[src/logic/starfield_pkg.sv]
// shared constants, register map and struct types for the starfield generator
// import into each module body that needs them

package starfield_pkg;

    // 640x480 at 60 Hz, both syncs active low
    localparam int H_ACTIVE = 640;
    localparam int H_FP     = 16;
    localparam int H_SYNC   = 96;
    localparam int H_BP     = 48;
    localparam int H_TOTAL  = H_ACTIVE + H_FP + H_SYNC + H_BP;  // 800
    localparam int V_ACTIVE = 480;
    localparam int V_FP     = 10;
    localparam int V_SYNC   = 2;
    localparam int V_BP     = 33;
    localparam int V_TOTAL  = V_ACTIVE + V_FP + V_SYNC + V_BP;  // 525

    localparam int CORD_W = 10;
    localparam int LFSR_W = 17;
    localparam int DENS_MAX = 8;  // max top bits that must be set

    typedef logic [CORD_W-1:0] cord_t;
    typedef logic [LFSR_W-1:0] lfsr_t;
    typedef logic [3:0]        chan_t;
    typedef logic [3:0]        dens_t;

    localparam lfsr_t LFSR_TAPS    = 17'h12000;  // bits 16 and 13
    localparam lfsr_t DEFAULT_SEED = 17'h1FFFF;

    // axi4-lite bus shape and register map
    localparam int AXI_ADDR_W = 4;
    localparam int AXI_DATA_W = 32;
    localparam logic [AXI_ADDR_W-1:0] REG_CTRL    = 4'h0;
    localparam logic [AXI_ADDR_W-1:0] REG_DENSITY = 4'h4;
    localparam logic [AXI_ADDR_W-1:0] REG_AREA    = 4'h8;
    localparam logic [AXI_ADDR_W-1:0] REG_SEED    = 4'hC;
    localparam logic [1:0] RESP_OKAY   = 2'b00;
    localparam logic [1:0] RESP_SLVERR = 2'b10;

    // tint bit positions, tint is {r, g, b}
    localparam int TINT_R = 2;
    localparam int TINT_G = 1;
    localparam int TINT_B = 0;

    typedef struct packed {
        cord_t sx;
        cord_t sy;
        logic  hsync;        // active low
        logic  vsync;        // active low
        logic  de;
        logic  frame_start;  // first pixel of frame
    } raster_t;

    typedef struct packed {
        logic       enable;
        logic [2:0] tint;
        dens_t      density;
        cord_t      area_w;
        cord_t      area_h;
        lfsr_t      seed;
    } star_cfg_t;

    typedef struct packed {
        logic  lit;
        chan_t bright;
    } star_t;

    localparam star_cfg_t CFG_DEFAULT = '{
        enable:  1'b1,
        tint:    3'b111,
        density: dens_t'(DENS_MAX),
        area_w:  cord_t'(512),
        area_h:  cord_t'(256),
        seed:    DEFAULT_SEED
    };

endpackage

[src/logic/display_timing.sv]
// 800x525 raster counter for 640x480 at 60 Hz
// gives coordinates, syncs, data enable and a frame start pulse

`timescale 1ns/1ps

module display_timing (
    input  logic                   clk_pix,
    input  logic                   arst_n,
    output starfield_pkg::raster_t raster
);
    import starfield_pkg::*;

    cord_t sx;  // current column
    cord_t sy;  // current line
    logic  line_end;
    logic  frame_end;

    assign line_end  = (sx == cord_t'(H_TOTAL - 1));
    assign frame_end = (sy == cord_t'(V_TOTAL - 1));

    // horizontal counter, wraps at 799
    always_ff @(posedge clk_pix or negedge arst_n) begin
        if (!arst_n) begin
            sx <= '0;
        end else if (line_end) begin
            sx <= '0;
        end else begin
            sx <= sx + 1'b1;
        end
    end

    // vertical counter steps on the line wrap
    always_ff @(posedge clk_pix or negedge arst_n) begin
        if (!arst_n) begin
            sy <= '0;
        end else if (line_end) begin
            if (frame_end) begin
                sy <= '0;
            end else begin
                sy <= sy + 1'b1;
            end
        end
    end

    // decode straight from the counters, same cycle as sx/sy
    always_comb begin
        raster.sx = sx;
        raster.sy = sy;

        // hsync low for 656..751
        raster.hsync = !((sx >= cord_t'(H_ACTIVE + H_FP)) &&
                         (sx <  cord_t'(H_ACTIVE + H_FP + H_SYNC)));

        // vsync low on lines 490 and 491
        raster.vsync = !((sy >= cord_t'(V_ACTIVE + V_FP)) &&
                         (sy <  cord_t'(V_ACTIVE + V_FP + V_SYNC)));

        raster.de = (sx < cord_t'(H_ACTIVE)) && (sy < cord_t'(V_ACTIVE));

        raster.frame_start = (sx == '0) && (sy == '0);  // one cycle per frame
    end

endmodule

[src/logic/lfsr_stars.sv]
// starfield source: 17-bit galois lfsr stepped once per visible area pixel
// reloads the seed each frame so the pattern repeats; decides lit and brightness

`timescale 1ns/1ps

module lfsr_stars (
    input  logic                     clk_pix,
    input  logic                     arst_n,
    input  starfield_pkg::raster_t   raster,
    input  starfield_pkg::star_cfg_t cfg,
    output starfield_pkg::star_t     star
);
    import starfield_pkg::*;

    lfsr_t sreg;       // lfsr state
    lfsr_t sreg_next;  // one galois step ahead
    logic  in_area;
    logic  dens_hit;   // top density bits all one
    logic  step;

    assign in_area = (raster.sx < cfg.area_w) && (raster.sy < cfg.area_h);
    assign step    = raster.de && in_area;

    // shift right, feed output bit into the tapped positions
    assign sreg_next = {1'b0, sreg[LFSR_W-1:1]} ^ (sreg[0] ? LFSR_TAPS : '0);

    always_ff @(posedge clk_pix or negedge arst_n) begin
        if (!arst_n) begin
            sreg <= DEFAULT_SEED;
        end else if (raster.frame_start) begin
            // seed from the active set before this edge's copy
            sreg <= cfg.seed;
        end else if (step) begin
            sreg <= sreg_next;
        end
    end

    // density n means bits 16 down to 17-n must all be set
    always_comb begin
        dens_hit = 1'b1;  // density 0 lights every pixel
        for (int i = 0; i < DENS_MAX; i++) begin
            if (dens_t'(i) < cfg.density) begin
                dens_hit = dens_hit & sreg[LFSR_W-1-i];
            end
        end
    end

    always_comb begin
        star.lit    = step && dens_hit;
        star.bright = sreg[3:0];  // low bits as intensity
    end

endmodule

[src/logic/pixel_mixer.sv]
// output stage: applies enable and tint to the star result
// registers colour and syncs together, one cycle behind the raster

`timescale 1ns/1ps

module pixel_mixer (
    input  logic                     clk_pix,
    input  logic                     arst_n,
    input  starfield_pkg::raster_t   raster,
    input  starfield_pkg::star_t     star,
    input  starfield_pkg::star_cfg_t cfg,
    output logic                     vga_hsync,
    output logic                     vga_vsync,
    output starfield_pkg::chan_t     vga_r,
    output starfield_pkg::chan_t     vga_g,
    output starfield_pkg::chan_t     vga_b
);
    import starfield_pkg::*;

    logic  on;     // star shown this pixel
    chan_t r_nxt;
    chan_t g_nxt;
    chan_t b_nxt;

    // lit already carries de and the area test
    assign on = star.lit && cfg.enable;

    always_comb begin
        r_nxt = (on && cfg.tint[TINT_R]) ? star.bright : '0;
        g_nxt = (on && cfg.tint[TINT_G]) ? star.bright : '0;
        b_nxt = (on && cfg.tint[TINT_B]) ? star.bright : '0;
    end

    always_ff @(posedge clk_pix or negedge arst_n) begin
        if (!arst_n) begin
            vga_hsync <= 1'b1;  // inactive
            vga_vsync <= 1'b1;
            vga_r     <= '0;
            vga_g     <= '0;
            vga_b     <= '0;
        end else begin
            vga_hsync <= raster.hsync;
            vga_vsync <= raster.vsync;
            vga_r     <= r_nxt;
            vga_g     <= g_nxt;
            vga_b     <= b_nxt;
        end
    end

endmodule

[src/logic/star_regs.sv]
// axi4-lite register slave for the starfield settings, runs on clk_pix
// bus sees the pending set; display gets the active set copied at frame start

`timescale 1ns/1ps

module star_regs (
    input  logic                                  clk_pix,
    input  logic                                  arst_n,
    // write address and data
    input  logic [starfield_pkg::AXI_ADDR_W-1:0]  s_axi_awaddr,
    input  logic                                  s_axi_awvalid,
    output logic                                  s_axi_awready,
    input  logic [starfield_pkg::AXI_DATA_W-1:0]  s_axi_wdata,
    input  logic                                  s_axi_wvalid,
    output logic                                  s_axi_wready,
    // write response
    output logic [1:0]                            s_axi_bresp,
    output logic                                  s_axi_bvalid,
    input  logic                                  s_axi_bready,
    // read address and data
    input  logic [starfield_pkg::AXI_ADDR_W-1:0]  s_axi_araddr,
    input  logic                                  s_axi_arvalid,
    output logic                                  s_axi_arready,
    output logic [starfield_pkg::AXI_DATA_W-1:0]  s_axi_rdata,
    output logic [1:0]                            s_axi_rresp,
    output logic                                  s_axi_rvalid,
    input  logic                                  s_axi_rready,
    // display side
    input  logic                                  frame_start,
    output starfield_pkg::star_cfg_t              cfg
);
    import starfield_pkg::*;

    star_cfg_t             pend;     // bus-visible settings
    logic                  wr_fire;
    logic                  wr_hit;   // awaddr is mapped
    logic                  rd_fire;
    logic                  rd_hit;   // araddr is mapped
    logic [AXI_DATA_W-1:0] rd_word;
    dens_t                 dens_in;

    // aw and w ready rise together so one check covers both
    assign wr_fire = s_axi_awvalid && s_axi_awready && s_axi_wvalid && s_axi_wready;
    assign rd_fire = s_axi_arvalid && s_axi_arready;

    assign wr_hit = (s_axi_awaddr == REG_CTRL) || (s_axi_awaddr == REG_DENSITY) ||
                    (s_axi_awaddr == REG_AREA) || (s_axi_awaddr == REG_SEED);

    // clamp density to 8
    assign dens_in = (s_axi_wdata[3:0] > dens_t'(DENS_MAX)) ? dens_t'(DENS_MAX)
                                                             : s_axi_wdata[3:0];

    // write channel
    always_ff @(posedge clk_pix or negedge arst_n) begin
        if (!arst_n) begin
            s_axi_awready <= 1'b0;
            s_axi_wready  <= 1'b0;
            s_axi_bvalid  <= 1'b0;
            s_axi_bresp   <= RESP_OKAY;
        end else begin
            s_axi_awready <= 1'b0;  // ready is a single-cycle pulse
            s_axi_wready  <= 1'b0;
            if (wr_fire) begin
                s_axi_bvalid <= 1'b1;
                s_axi_bresp  <= wr_hit ? RESP_OKAY : RESP_SLVERR;
            end else if (s_axi_bvalid && s_axi_bready) begin
                s_axi_bvalid <= 1'b0;
            end else if (s_axi_awvalid && s_axi_wvalid && !s_axi_bvalid && !s_axi_awready) begin
                s_axi_awready <= 1'b1;
                s_axi_wready  <= 1'b1;
            end
        end
    end

    // pending set, whole-register writes only
    always_ff @(posedge clk_pix or negedge arst_n) begin
        if (!arst_n) begin
            pend <= CFG_DEFAULT;
        end else if (wr_fire) begin
            case (s_axi_awaddr)
                REG_CTRL: begin
                    pend.enable <= s_axi_wdata[0];
                    pend.tint   <= s_axi_wdata[3:1];
                end
                REG_DENSITY: pend.density <= dens_in;
                REG_AREA: begin
                    pend.area_w <= s_axi_wdata[9:0];
                    pend.area_h <= s_axi_wdata[25:16];
                end
                REG_SEED: begin
                    // zero would lock the lfsr
                    if (s_axi_wdata[LFSR_W-1:0] != '0) begin
                        pend.seed <= s_axi_wdata[LFSR_W-1:0];
                    end
                end
                default: ;  // unmapped, dropped
            endcase
        end
    end

    // read decode from the pending set
    always_comb begin
        rd_word = '0;
        rd_hit  = 1'b1;
        case (s_axi_araddr)
            REG_CTRL:    rd_word[3:0]         = {pend.tint, pend.enable};
            REG_DENSITY: rd_word[3:0]         = pend.density;
            REG_AREA:    rd_word              = {6'b0, pend.area_h, 6'b0, pend.area_w};
            REG_SEED:    rd_word[LFSR_W-1:0]  = pend.seed;
            default:     rd_hit               = 1'b0;  // reads 0
        endcase
    end

    // read channel, arready only while no response pending
    always_ff @(posedge clk_pix or negedge arst_n) begin
        if (!arst_n) begin
            s_axi_arready <= 1'b0;
            s_axi_rvalid  <= 1'b0;
            s_axi_rresp   <= RESP_OKAY;
        end else if (rd_fire) begin
            s_axi_arready <= 1'b0;
            s_axi_rvalid  <= 1'b1;
            s_axi_rresp   <= rd_hit ? RESP_OKAY : RESP_SLVERR;
        end else if (s_axi_rvalid && s_axi_rready) begin
            s_axi_rvalid  <= 1'b0;
            s_axi_arready <= 1'b1;
        end else if (!s_axi_rvalid) begin
            s_axi_arready <= 1'b1;
        end
    end

    always_ff @(posedge clk_pix) begin
        if (rd_fire) begin
            s_axi_rdata <= rd_word;
        end
    end

    // active set changes only between frames
    always_ff @(posedge clk_pix or negedge arst_n) begin
        if (!arst_n) begin
            cfg <= CFG_DEFAULT;
        end else if (frame_start) begin
            cfg <= pend;
        end
    end

endmodule

[src/logic/starfield_top.sv]
// starfield generator top, 640x480 vga out with axi4-lite settings port
// clk_pix is supplied from outside, bus shares the pixel clock

`timescale 1ns/1ps

module starfield_top (
    input  logic                                  clk_pix,
    input  logic                                  arst_n,
    // axi4-lite slave
    input  logic [starfield_pkg::AXI_ADDR_W-1:0]  s_axi_awaddr,
    input  logic                                  s_axi_awvalid,
    output logic                                  s_axi_awready,
    input  logic [starfield_pkg::AXI_DATA_W-1:0]  s_axi_wdata,
    input  logic                                  s_axi_wvalid,
    output logic                                  s_axi_wready,
    output logic [1:0]                            s_axi_bresp,
    output logic                                  s_axi_bvalid,
    input  logic                                  s_axi_bready,
    input  logic [starfield_pkg::AXI_ADDR_W-1:0]  s_axi_araddr,
    input  logic                                  s_axi_arvalid,
    output logic                                  s_axi_arready,
    output logic [starfield_pkg::AXI_DATA_W-1:0]  s_axi_rdata,
    output logic [1:0]                            s_axi_rresp,
    output logic                                  s_axi_rvalid,
    input  logic                                  s_axi_rready,
    // vga pins
    output logic                                  vga_hsync,
    output logic                                  vga_vsync,
    output starfield_pkg::chan_t                  vga_r,
    output starfield_pkg::chan_t                  vga_g,
    output starfield_pkg::chan_t                  vga_b
);
    import starfield_pkg::*;

    raster_t   raster;  // position, syncs, de
    star_cfg_t cfg;     // active settings
    star_t     star;    // per-pixel star result

    display_timing u_timing (
        .clk_pix (clk_pix),
        .arst_n  (arst_n),
        .raster  (raster)
    );

    lfsr_stars u_stars (
        .clk_pix (clk_pix),
        .arst_n  (arst_n),
        .raster  (raster),
        .cfg     (cfg),
        .star    (star)
    );

    star_regs u_regs (
        .clk_pix       (clk_pix),
        .arst_n        (arst_n),
        .s_axi_awaddr  (s_axi_awaddr),
        .s_axi_awvalid (s_axi_awvalid),
        .s_axi_awready (s_axi_awready),
        .s_axi_wdata   (s_axi_wdata),
        .s_axi_wvalid  (s_axi_wvalid),
        .s_axi_wready  (s_axi_wready),
        .s_axi_bresp   (s_axi_bresp),
        .s_axi_bvalid  (s_axi_bvalid),
        .s_axi_bready  (s_axi_bready),
        .s_axi_araddr  (s_axi_araddr),
        .s_axi_arvalid (s_axi_arvalid),
        .s_axi_arready (s_axi_arready),
        .s_axi_rdata   (s_axi_rdata),
        .s_axi_rresp   (s_axi_rresp),
        .s_axi_rvalid  (s_axi_rvalid),
        .s_axi_rready  (s_axi_rready),
        .frame_start   (raster.frame_start),  // settings swap point
        .cfg           (cfg)
    );

    pixel_mixer u_mixer (
        .clk_pix   (clk_pix),
        .arst_n    (arst_n),
        .raster    (raster),
        .star      (star),
        .cfg       (cfg),
        .vga_hsync (vga_hsync),
        .vga_vsync (vga_vsync),
        .vga_r     (vga_r),
        .vga_g     (vga_g),
        .vga_b     (vga_b)
    );

endmodule

[config.mk]
export PLATFORM = sky130hd
export DESIGN_NAME = starfield_top
export DESIGN_NICKNAME = d
export VERILOG_FILES = /design/src/logic/starfield_pkg.sv /design/src/logic/display_timing.sv /design/src/logic/lfsr_stars.sv /design/src/logic/pixel_mixer.sv /design/src/logic/star_regs.sv /design/src/logic/starfield_top.sv
export SDC_FILE = /design/constraint.sdc
export NUM_CORES = 1
export LEC_CHECK = 0
export ABC_CLOCK_PERIOD_IN_PS = 2600
export BUFFER_PORTS_ARGS = -buffer_cell sky130_fd_sc_hd__buf_2
export CORE_MARGIN = 4
export CORE_UTILIZATION = 25
export DETAILED_ROUTE_END_ITERATION = 10
export PLACE_DENSITY = 0.52
export REMOVE_ABC_BUFFERS = 1
export SLEW_MARGIN = 0
export SYNTH_ARGS = -nofsm -noshare
export SYNTH_HDL_FRONTEND = slang
export SYNTH_SLANG_ARGS = --single-unit
export TNS_END_PERCENT = 1
[constraint.sdc]
create_clock -name clk_pix -period 2.6 [get_ports clk_pix]
set_input_delay 0.13 -clock clk_pix [delete_from_list [all_inputs] [get_ports clk_pix]]
set_output_delay 0.13 -clock clk_pix [all_outputs]
set_load 0.005 [all_outputs]
==> results.tsv <==
stage	metric	value	unit
status	status	complete, no violations	
floorplan	chip height	183	µm
pwr	leakage power	0.00431	µW
sta	Max Clock Skew	0.0142	ns
setup_path	Crit Reg-Reg Endpoint	u_mixer.vga_b[2]	
clocking	Post-CTS Repair Setup Buffers	0	
place	estimated wirelength of the detail-placed design	12.1	mm
global_route	total routing usage reported by global routing	10.9	%
clocking	register clock-pin slew on the reported worst setup and hold paths	0.07	ns
setup_path	standard cell with the maximum stage delay on the critical path	dfstp_2	
setup_path	worst setup path end	u_mixer.vga_b[2]	
clocking	CTS H-tree depth	4	
place	number of port buffers	87	
detailed_routing	starting DRC count in detailed routing	309	
floorplan	row count	63	
sta	unrepaired setup endpoints after global routing	no	
finish	most common cell after layout, fill and taps aside	nand2_1	
place	cell total after placement	1137	
detailed_routing	Avg WL per Cell	14.6	µm
detailed_routing	routed via count	5180	
pwr	pwr/cell area	605	nW/µm²
sta	final hold violations	0	
setup_path	startpoint type of the worst setup path	flip-flop	
clocking	maximum buffer depth of the clock tree	2	
min_path	hold path start	s_axi_wdata[3]	
clocking	insertion delay of the later-clocked pin in the worst-skew pair	0.43	ns
setup_path	kind of end point of the critical path	flip-flop	
setup_path	RR Startpoint	u_regs.cfg[36]	
setup_path	Crit Path Category	reg2reg	
min_path	worst min-delay path class	in2reg	
place	RD Place Congestion	0.754	
synthesis	proportion of synthesized flip-flops having asynchronous set or reset	85.0	%
global_route	total global routing overflow	0	
sta	worst slew slack as a fraction of its limit	56.6	%
synthesis	flip-flop cell with the highest count after synthesis	dfrtp_1	
floorplan	Boundary Pins	102	
clocking	CTS tree	built	
synthesis	number of synthesized flops with an enable pin	26	
synthesis	Yosys cell types	41	
pwr	worst IR drop on VDD	0.454	mV
clocking	CTS root buffer	clkbuf_16	
global_route	first-pass GRT wire length	28.9	mm
synthesis	Synth Register Bits	173	
sta	setup TNS	0	ns
global_route	vias in the first global route	5280	
finish	Layout area overhead	24.0	%
synthesis	post-synth design cell area	7630	µm²
global_route	pin count of the biggest net entering global routing	82	
flow_run	max_cap viols	0	
detailed_routing	DRC	0	
sta	Min Hold Slack	0.0408	ns
clocking	total clock buffers created by CTS	17	
finish	net count reported at finish	868	
setup_path	Worst Path Required	2.96	ns
detailed_routing	per-cell via count in the routed design	4.31	
finish	number of standard cells in the layout, taps in and fillers out	1202	
sta	max frequency	421	MHz
setup_path	worst-path cell chain	inv_1, ha_1, a222oi_1, nand2_1, nor3_1, o211ai_1, buf_12, nor3_1, and2_1	
finish	most used cells in the layout excluding fill and tap cells	119 x nand2_1, 86 x buf_2, 80 x dfrtp_1	
sta	final critical delay including setup and external delays	2.38	ns
pwr	total design power	5720	µW
setup_path	launch point of the worst path	u_regs.cfg[36]	
floorplan	die span in x	183	µm
detailed_routing	WL final	17.5	mm
synthesis	sequential area share after synthesis	59.5	%
floorplan	Initial Utilization	25.5	%
sta	# setup viols final	0	
synthesis	cells after synthesis	666	
sta	measured slew at the worst slew-check pin	0.649	ns
setup_path	Data arrival, critical path	2.74	ns
setup_path	cell repeated most along the worst path	nor3_1	
floorplan	core region area	29900	µm²
synthesis	average footprint of a synthesized cell	11.5	µm²
sta	final slew viol count	0	
setup_path	Max stage delay on crit path	0.51	ns
sta	Period Utilization, post-route	91.4	%
clocking	clock sinks	173	
global_route	number of antenna violations at the first check in global routing	2	
detailed_routing	DRT Pass-1 Iters	4	
detailed_routing	number of routed nets with antenna violations	0	
setup_path	Worst Reg2Reg Path Length in Cells	9	
setup_path	critical path peak fanout	20	
synthesis	number of warnings reported in the yosys synthesis log	0	
floorplan	floorplan die area	33400	µm²
setup_path	Register-to-Register Setup Slack	0.22	ns
finish	layout cells sized above 1	31.1	%
finish	final core area utilization	31.7	%
layout make-up:
| class | instances | area [µm²] |
|---|---|---|
| repair buffers | 138 | 945 |
| inverters | 30 | 113 |
| clock inverters | 12 | 139 |
| multi-input cells | 439 | 2800 |
| diodes | 1 | 2.50 |
| well taps | 390 | 488 |
| clock buffers | 19 | 433 |
| flip-flops and latches | 173 | 4540 |
| fillers | 3033 | 20400 |
cells by family after synthesis:
kind of cell / count (synthesis) / synth area share, %
xor+xnor: 12 / 1.38
simple gates: 250 / 15.4
flops: 173 / 59.5
mux: 63 / 9.61
buf+inv: 61 / 4.17
compound gates: 84 / 6.20
fa+ha+maj: 22 / 3.61
other cells: 1 / 0.0491
through the flow:
| stage | worst slack, ns | cell area [µm²] |
|---|---|---|
| 2_1_floorplan | -0.353 | 7450 |
| 3_3_place_gp | 0.215 | 8550 |
| 3_5_place_dp | 0.219 | 8550 |
| 4_1_cts | 0.167 | 9460 |
| 5_1_grt | 0.0160 | 9460 |
| 6_report | 0.223 | 9460 |
Yosys cell counts, drive strengths merged (7+ instances only):
| library cell | number | area, µm² |
|---|---|---|
| a21oi | 29 | 145 |
| a22o | 7 | 61.3 |
| and2 | 31 | 194 |
| buf | 21 | 168 |
| clkbuf | 10 | 37.5 |
| dfrtp | 80 | 2000 |
| dfstp | 67 | 1760 |
| edfxtp | 26 | 781 |
| ha | 22 | 275 |
| inv | 30 | 113 |
| mux2 | 42 | 473 |
| mux2i | 17 | 170 |
| nand2 | 119 | 447 |
| nand3 | 13 | 65.1 |
| nand4 | 11 | 68.8 |
| nor2 | 35 | 131 |
| nor3 | 11 | 66.3 |
| o21ai | 40 | 200 |
| or3 | 7 | 48.8 |
layer usage:
layer / global-route usage, % / vias to the layer above / wire, µm
met4: 3.06 / 2 / 245
met3: 2.57 / 15 / 626
met5: 0 / - / 13
met2: 17.0 / 101 / 8190
met1: 15.1 / 2522 / 8440
li1: - / 2540 / -
critical path, delay by kind of cell, from the launching register on:
kind,cells,cell delay [ns]
flops,1,0.51
fa+ha+maj,1,0.32
buf+inv,2,0.25
simple gates,4,0.82
compound gates,2,0.40
worst min path at each step:
| stage | endpoint | slack [ns] | depth (start not counted) |
|---|---|---|---|
| 2_1_floorplan | u_mixer.vga_b[0] | -0.17 | 0 |
| 3_3_place_gp | u_mixer.vga_r[0] | 0.02 | 1 |
| 3_5_place_dp | u_mixer.vga_r[0] | 0.02 | 1 |
| 4_1_cts | u_regs.pend[30] | 0.009 | 2 |
| 5_1_grt | u_regs.pend[3] | 0.03 | 2 |
| 6_report | u_regs.pend[30] | 0.04 | 2 |
what timing repair did:
| item | CTS | global route |
|---|---|---|
| endpoints found under the hold margin | 105 | 0 |
| hold buffers | 33 | 0 |
| gates resized for setup | 0 | 1 |
| setup endpoints to repair | 0 | 2 |
registers in the layout, summed over array words and instances (netlist names):
name                  cells
u_regs.cfg               45
u_regs.pend              45
u_regs.s_axi_rdata       26
u_stars.sreg             17
u_timing.sx              10
u_timing.sy              10
u_mixer.vga_b             4
u_mixer.vga_g             4
u_mixer.vga_r             4
u_mixer.vga_hsync         1
u_mixer.vga_vsync         1
u_regs.s_axi_arready      1
u_regs.s_axi_awready      1
u_regs.s_axi_bresp        1
u_regs.s_axi_bvalid       1
u_regs.s_axi_rresp        1
u_regs.s_axi_rvalid       1
report_power, final:
group          switching, µW  internal, µW
Combinational            150           143
Clock                   1100          1420
Sequential              51.0          2860
Note: power is estimated with default switching activity, not from simulation.
